## config.mk

```make
export PLATFORM = sky130hd
export DESIGN_NAME = pe_csr
export DESIGN_NICKNAME = d
export VERILOG_FILES = /design/src/pe_types_pkg.sv /design/src/axi_lite_pkg.sv /design/src/pe_csr.sv
export VERILOG_INCLUDE_DIRS = /design/src /design/src/src
export SDC_FILE = /design/constraint.sdc
export NUM_CORES = 1
export LEC_CHECK = 0
export BUFFER_PORTS_ARGS = -buffer_cell sky130_fd_sc_hd__buf_2
export CORE_ASPECT_RATIO = 2
export CORE_MARGIN = 2
export CORE_UTILIZATION = 40
export CTS_BUF_LIST = sky130_fd_sc_hd__clkbuf_2
export DETAILED_ROUTE_END_ITERATION = 12
export PLACE_DENSITY = 0.72
export SETUP_SLACK_MARGIN = 0.05
export SYNTH_ARGS = -nofsm -noshare
export SYNTH_HDL_FRONTEND = slang
export SYNTH_SLANG_ARGS = --single-unit
```

## constraint.sdc

```tcl
create_clock -name clk -period 1.47 [get_ports clk]
set_input_delay 0.147 -clock clk [delete_from_list [all_inputs] [get_ports clk]]
set_output_delay 0.147 -clock clk [all_outputs]
set_load 0.02 [all_outputs]
```

## src/pe_row_params.svh

```systemverilog
`ifndef PE_ROW_PARAMS_SVH
`define PE_ROW_PARAMS_SVH

// word widths of the datapath.
`define PE_ACT_W 8
`define PE_ACC_W 32

// default number of PEs in one row.
`define PE_NUM_PE 4

// register map, byte addresses.
`define PE_ADDR_CTRL 4'h0
`define PE_ADDR_SHIFT 4'h4
`define PE_ADDR_BIAS 4'h8

`endif

```

## src/pe_types_pkg.sv

```systemverilog
`default_nettype none

`include "pe_row_params.svh"

package pe_types_pkg;

	// element precision; 3 is decoded like the 4-bit mode.
	typedef enum logic [1:0] {
		PREC_8B = 2'd0,
		PREC_4B = 2'd1,
		PREC_2B = 2'd2
	} precision_e;

	// configuration shared by all PEs of the row
	typedef struct packed {
		precision_e precision;
		logic relu_en;
		logic shift_en;
		logic [4:0] shift; // arithmetic right shift amount.
		logic signed [`PE_ACC_W-1:0] bias; // start value of each vector.
	} pe_cfg_t;

	typedef struct packed {
		logic valid;
		logic last; // final beat of a vector.
		logic [`PE_ACT_W-1:0] act; // broadcast to every PE.
		logic [`PE_NUM_PE-1:0][`PE_ACT_W-1:0] weight; // one word per PE.
	} row_beat_t;

	typedef struct packed {
		logic valid;
		logic [`PE_NUM_PE-1:0][`PE_ACC_W-1:0] value;
	} row_result_t;

endpackage

`default_nettype wire

```

## src/axi_lite_pkg.sv

```systemverilog
`default_nettype none

package axi_lite_pkg;

	localparam logic [1:0] AXIL_OKAY = 2'd0;
	localparam logic [1:0] AXIL_SLVERR = 2'd2;

	// manager to subordinate.
	typedef struct packed {
		logic awvalid;
		logic [3:0] awaddr;
		logic wvalid;
		logic [31:0] wdata;
		logic [3:0] wstrb;
		logic bready;
		logic arvalid;
		logic [3:0] araddr;
		logic rready;
	} axil_req_t;

	// subordinate to manager.
	typedef struct packed {
		logic awready;
		logic wready;
		logic bvalid;
		logic [1:0] bresp;
		logic arready;
		logic rvalid;
		logic [31:0] rdata;
		logic [1:0] rresp;
	} axil_rsp_t;

endpackage

`default_nettype wire

```

## src/pe_csr.sv

```systemverilog
`default_nettype none

`include "pe_row_params.svh"

module pe_csr import pe_types_pkg::*, axi_lite_pkg::*; (
	input logic clk,
	input logic reset,
	input axil_req_t axil_req,
	output axil_rsp_t axil_rsp,
	output pe_cfg_t cfg
);

	logic wr_accept;
	logic rd_accept;
	logic bvalid_q;
	logic rvalid_q;
	logic [1:0] bresp_q;
	logic [1:0] rresp_q;
	logic [31:0] rdata_q;
	logic [1:0] prec_q;
	logic relu_q;
	logic shift_en_q;
	logic [4:0] shift_q;
	logic [`PE_ACC_W-1:0] bias_q;
	logic [31:0] ctrl_word;
	logic [31:0] shift_word;
	logic [31:0] ctrl_next;
	logic [31:0] shift_next;
	logic [31:0] bias_next;
	logic wr_known;
	logic [31:0] rd_word;
	logic rd_known;

	function automatic logic [31:0] merge_strb(input logic [31:0] old_val,
		input logic [31:0] new_val, input logic [3:0] strb);
		logic [31:0] merged;
		merged = old_val;
		for (int b = 0; b < 4; b++) begin
			if (strb[b]) begin
				merged[8*b +: 8] = new_val[8*b +: 8];
			end
		end
		return merged;
	endfunction

	assign wr_accept = axil_req.awvalid & axil_req.wvalid & ~bvalid_q;
	assign rd_accept = axil_req.arvalid & ~rvalid_q;

	assign ctrl_word = {26'd0, shift_en_q, relu_q, 2'd0, prec_q};
	assign shift_word = {27'd0, shift_q};
	assign ctrl_next = merge_strb(ctrl_word, axil_req.wdata, axil_req.wstrb);
	assign shift_next = merge_strb(shift_word, axil_req.wdata, axil_req.wstrb);
	assign bias_next = merge_strb(bias_q, axil_req.wdata, axil_req.wstrb);
	assign wr_known = axil_req.awaddr inside {`PE_ADDR_CTRL, `PE_ADDR_SHIFT, `PE_ADDR_BIAS};

	always_comb begin
		rd_known = 1'b1;
		case (axil_req.araddr)
			`PE_ADDR_CTRL: rd_word = ctrl_word;
			`PE_ADDR_SHIFT: rd_word = shift_word;
			`PE_ADDR_BIAS: rd_word = bias_q;
			default: begin
				rd_word = '0;
				rd_known = 1'b0;
			end
		endcase
	end

	always_ff @(posedge clk or negedge reset) begin
		if (!reset) begin
			bvalid_q <= 1'b0;
			rvalid_q <= 1'b0;
			bresp_q <= AXIL_OKAY;
			rresp_q <= AXIL_OKAY;
			prec_q <= '0;
			relu_q <= 1'b0;
			shift_en_q <= 1'b0;
			shift_q <= '0;
			bias_q <= '0;
		end else begin
			if (wr_accept) begin
				bvalid_q <= 1'b1;
				bresp_q <= wr_known ? AXIL_OKAY : AXIL_SLVERR;
				case (axil_req.awaddr)
					`PE_ADDR_CTRL: begin
						prec_q <= ctrl_next[1:0];
						relu_q <= ctrl_next[4];
						shift_en_q <= ctrl_next[5];
					end
					`PE_ADDR_SHIFT: shift_q <= shift_next[4:0];
					`PE_ADDR_BIAS: bias_q <= bias_next;
					default: ; // unknown address writes nothing.
				endcase
			end else if (axil_req.bready) begin
				bvalid_q <= 1'b0;
			end
			if (rd_accept) begin
				rvalid_q <= 1'b1;
				rresp_q <= rd_known ? AXIL_OKAY : AXIL_SLVERR;
			end else if (axil_req.rready) begin
				rvalid_q <= 1'b0;
			end
		end
	end

	always_ff @(posedge clk) begin
		if (rd_accept) begin
			rdata_q <= rd_word;
		end
	end

	always_comb begin
		axil_rsp.awready = wr_accept;
		axil_rsp.wready = wr_accept;
		axil_rsp.bvalid = bvalid_q;
		axil_rsp.bresp = bresp_q;
		axil_rsp.arready = rd_accept;
		axil_rsp.rvalid = rvalid_q;
		axil_rsp.rdata = rdata_q;
		axil_rsp.rresp = rresp_q;
	end

	always_comb begin
		cfg.precision = precision_e'(prec_q);
		cfg.relu_en = relu_q;
		cfg.shift_en = shift_en_q;
		cfg.shift = shift_q;
		cfg.bias = bias_q;
	end

endmodule

`default_nettype wire

```

# [Word level (Yosys, flattened, before mapping)]
# Cells that the tools add are included.
[word_totals] regBits=79 latchBits=0 ramBits=0 mem_bits_ro=0 inputBits=51 word_cells=42 memories=0
[classes] add_sub_neg=0 multipliers=0 div=0 n_lt_le_gt_ge=0 eq_ne=4 shift=0 n_mux=8 bitwise=5 reduce_logical=12
[ops] op="$pmux 32 s3" count=1
[ops] op="$reduce_and 3->1" count=6
[ops] op="$eq 4x3->1 const B" count=2
[ops] op="$eq 4x4->1 const B" count=2
[ops] op="$logic_not 4->1" count=2
[ops] op="$mux 1" count=5
[ops] op="$mux 2" count=2
[ops] op="$reduce_bool 2->1" count=2
[ops] op="$and 1x1->1" count=3
[ops] op="$reduce_bool 3->1" count=1
[ops] op="$reduce_or 3->1" count=1
[ops] op="$not 1->1" count=2

# [Longest topological paths before layout]
[depth] ltp_word=4 mapped_depth=5

# [Least setup slack after synthesis]
# No wires, ideal clock.
[synth_timing] path_type="register to output" start="reg rvalid_q" end="out axil_rsp[35] (netlist bit)" t_arrival_ns=1.474 required_ns=1.323 path_slack_ns=-0.151 path_stages_with_launch=4 cell_sequence="dfrtp_1 nand2b_1 inv_1 buf_4"
[synth_between] elab_chain_cells=2
[synth_rtl] item="from (decl)" line_no="pe_csr.sv:16" text="logic rvalid_q;"
[synth_rtl] item="from (signal assigned)" line_no="pe_csr.sv:72" text="rvalid_q <= 1'b0;"
[synth_rtl] item="from (signal assigned)" line_no="pe_csr.sv:98" text="rvalid_q <= 1'b1;"
[synth_rtl] item="from (signal assigned)" line_no="pe_csr.sv:101" text="rvalid_q <= 1'b0;"
[synth_rtl] item="$not 1->1" line_no="pe_csr.sv:47" text="assign rd_accept = axil_req.arvalid & ~rvalid_q;"
[synth_rtl] item="$and 1x1->1" line_no="pe_csr.sv:47"
[synth_rtl] item="to (decl)" line_no="pe_csr.sv:9" text="output axil_rsp_t axil_rsp,"
# Every way passes these cells.

==> metrics.log <==
[metrics] number of max-cap violations: 0
[metrics] gp weighted congestion: between 0.7 and 0.8
[metrics] clock sinks: between 70 and 80
[metrics] input/output buffers: 130
[metrics] worst clock skew on the final layout: ~0.015 ns
[metrics] outcome: complete, but fails checks
[metrics] minimum clock period after layout: between 1.5 and 2 ns
[metrics] Max IR drop VDD: about 0.64 mV
[metrics] RSZ-0062 raised after global routing: yes
[metrics] portion of the clock cycle consumed by the worst path in the final layout: 1.137
[metrics] first-pass iteration count of the detailed router: 5
[metrics] worst hold slack: roughly 0.063 ns
[metrics] die footprint: 8497 um2
[metrics] worst setup slack after layout: -0.2011 ns
[metrics] Req. time, crit path: 1.32 ns
[metrics] Area contributors post-synth: dfrtp_1, edfxtp_1, mux2_2
[metrics] r2r setup slk: -0.11 ns
[metrics] CP Capture Type: primary output
[metrics] number of setup violations in the final report: 40
[metrics] EDFF count, synth: 32
[metrics] Clock Pin Slew Worst Setup and Hold Paths: approximately 0.20 ns
[metrics] effective utilization at floorplan: 0.4101
[metrics] post-DP HPWL: between 5000 and 6000 um
[metrics] dominant register cell in the synthesized netlist: dfrtp_1
[metrics] vias post-DR: 2284
[metrics] clock tree from TritonCTS: built
[metrics] max-slew violation total from the final report: 0
[metrics] post-DR vias/cell: 4.739
[metrics] via count of the first global-routing pass: 2295
[metrics] buffer type at the clock tree root: clkbuf_2
[metrics] Arrival @ worst endpoint: between 1.5 and 2 ns
[metrics] global-route wire length before repair: about 11000 um
[metrics] row count: 45
[metrics] total of flip-flops plus latches after synthesis: 77
[metrics] share of the synthesized area in the top cell type: 0.3639
[metrics] gate count after technology mapping: 197
[metrics] share of flip-flops with an asynchronous set or reset: 0.5844
[metrics] Die Ht: ~130 um
[metrics] aggregate routed wire length: ~7700 um
[metrics] number of nets in the final layout: 433
[metrics] Area Overhead vs Synth: 49.94%
[metrics] warning count from the yosys run: 0
[metrics] horizontal die dimension: 66.19 um
[metrics] Max Freq: about 0.60 GHz
[metrics] CP startpoint kind: register
[metrics] ratio of cells with drive above 1 in the final layout: 0.5452
[metrics] number of buffers on the longest clock path: 2
[metrics] routed wire length per instance: 15.93 um
[metrics] max_slew headroom: 0.6667
[metrics] distinct cell type count after synthesis: 27
[metrics] failing checks: negative setup slack
[metrics] Clock Latency Late Sink: 0.51 ns
[metrics] final-layout fill cell count: 605
[metrics] slew of the pin with the lowest slew margin: a little under 0.5 ns
[metrics] pin count of the biggest net entering global routing: 29
[metrics] cell taking the most area after synthesis: dfrtp_1
[metrics] post-route design area: 4639 um2
[metrics] leftover overflow at the end of global routing: 0
[metrics] total clock buffers created by CTS: 9
[metrics] I/O pins: 133
[metrics] leakage power figure: around 2.3 nW
[metrics] Final TNS setup: -2.784 ns
[metrics] DRT iter0 DRCs: 84
[metrics] remaining antenna violation count after routing: 0
[metrics] total core area: approximately 7500 um2
[metrics] H-tree lvl count: 3
[metrics] Syn Area/Cell: ~16 um2
[metrics] critical path class: register to primary output
[metrics] Crit Path Max Fanout: 3
[metrics] post-detailed-placement cell area: between 3000 and 4000 um2
[metrics] Post-Synthesis Cell Area: between 3000 and 4000 um2
[metrics] Remaining DRCs: 0
[metrics] Hold Fails Final Rpt: 0
[metrics] worst min-delay path class: primary input to register
[metrics] GRT Total Usage: 0.1885
[metrics] sequential share of the synthesized area: 0.6745
[metrics] number of antenna violations at the first check in global routing: 1
[metrics] power per cell area: between 1000 and 1500 nW/um2
-- final timing paths --
check                           cells past startpoint         start            to
max in group asynchronous                           3         reset     bias_q[1]
min in group asynchronous                           2         reset      rvalid_q
worst max-delay path                                4      bvalid_q  axil_rsp[39]
worst min-delay path                                3  axil_req[10]    bias_q[25]
worst min register to register                      1    bias_q[12]    bias_q[12]
worst max register to register                      5      bvalid_q     bias_q[0]
-- cell families after synthesis --
kind of cell	share of synthesized area
mux	0.1589
simple gates	0.1007
other cells	0.001212
compound gates	0.02669
buf+inv	0.03801
flops	0.6745
-- flip-flops by register name, indices dropped and copies added (netlist names) --
register and count:
shift_en_q 1, prec_q 2, bias_q 32, shift_q 5, rdata_q 32, rresp_q 1
rvalid_q 1, bresp_q 1, relu_q 1, bvalid_q 1
-- worst max-delay path, stage by stage, from the launching register on --
cell     delay [ns]
dfrtp_1        0.45
and3b_2        0.26
buf_6          0.10
buf_6          0.09
buf_6          0.11
-- area by class of cell --
type / instances / area, um2 / area share
sequential: 77 / 2087 / 0.4498
multi-input combinational: 102 / 974.7 / 0.2101
timing repair buffer: 188 / 1287 / 0.2775
antenna: 1 / 2.502 / 0.0005394
clock inverter: 6 / 101.3 / 0.02184
inverter: 4 / 18.77 / 0.004045
clock buffer: 10 / 50.05 / 0.01079
tap: 94 / 117.6 / 0.02535
-- timing repair --
action,4_1_cts,5_1_grt
hold buffers,40,0
setup endpoints to repair,39,45
pin swaps,5,1
cloned,1,0
hold endpoints to repair,90,0
resized for setup,25,8
buffers inserted,6,2
-- routing by layer --
layer  part of all wire  wire length [um]  global-route usage
met4              0.030               234              0.1056
met5                  0                 0                   0
met3              0.049               376             0.04458
met1               0.33              2531              0.1933
met2               0.59              4533              0.3388
-- cell usage in the layout (no fill, tap or decap), drive strengths merged, types with 3 or more instances in the layout --
| cell type | instances |
|---|---|
| inv | 3 |
| a32o | 3 |
| o21ai | 5 |
| nand2 | 4 |
| mux2i | 3 |
| bufinv | 3 |
| nand3 | 3 |
| dfrtp | 45 |
| clkinv | 3 |
| buf | 148 |
| clkbuf | 10 |
| mux2 | 41 |
| and2 | 26 |
| dlygate4sd3 | 40 |
| edfxtp | 32 |
-- cell usage after synthesis (3+ instances only) --
| library cell | instances |
|---|---|
| inv_1 | 4 |
| and2_1 | 26 |
| mux2i_1 | 3 |
| dfrtp_1 | 45 |
| mux2_2 | 41 |
| nand3_2 | 3 |
| clkbuf_1 | 3 |
| buf_4 | 10 |
| nand2_1 | 4 |
| a32o_1 | 3 |
| edfxtp_1 | 32 |
| o21ai_0 | 5 |
-- power by group --
part           switching (mW)  leakage [nW]  internal [mW]  total, mW
registers               0.126         0.911           2.46       2.58
clock network           0.696        0.0886          0.725       1.42
logic                   0.570          1.31          0.494       1.06
total                    1.39          2.31           3.67       5.07
-- per-stage QoR --
step                std cells  total power [mW]  utilization  worst slack, ns
floorplan                 198             3.120            -          0.02867
global placement          417             3.468       0.5143         0.007316
detailed placement        417             3.494       0.5143         -0.05035
CTS                       480             5.082       0.6109          -0.2470
global route              482             5.287       0.6149          -0.3063
finish                    482             5.066       0.6149          -0.2011
Note: power is estimated with default switching activity, not from simulation.
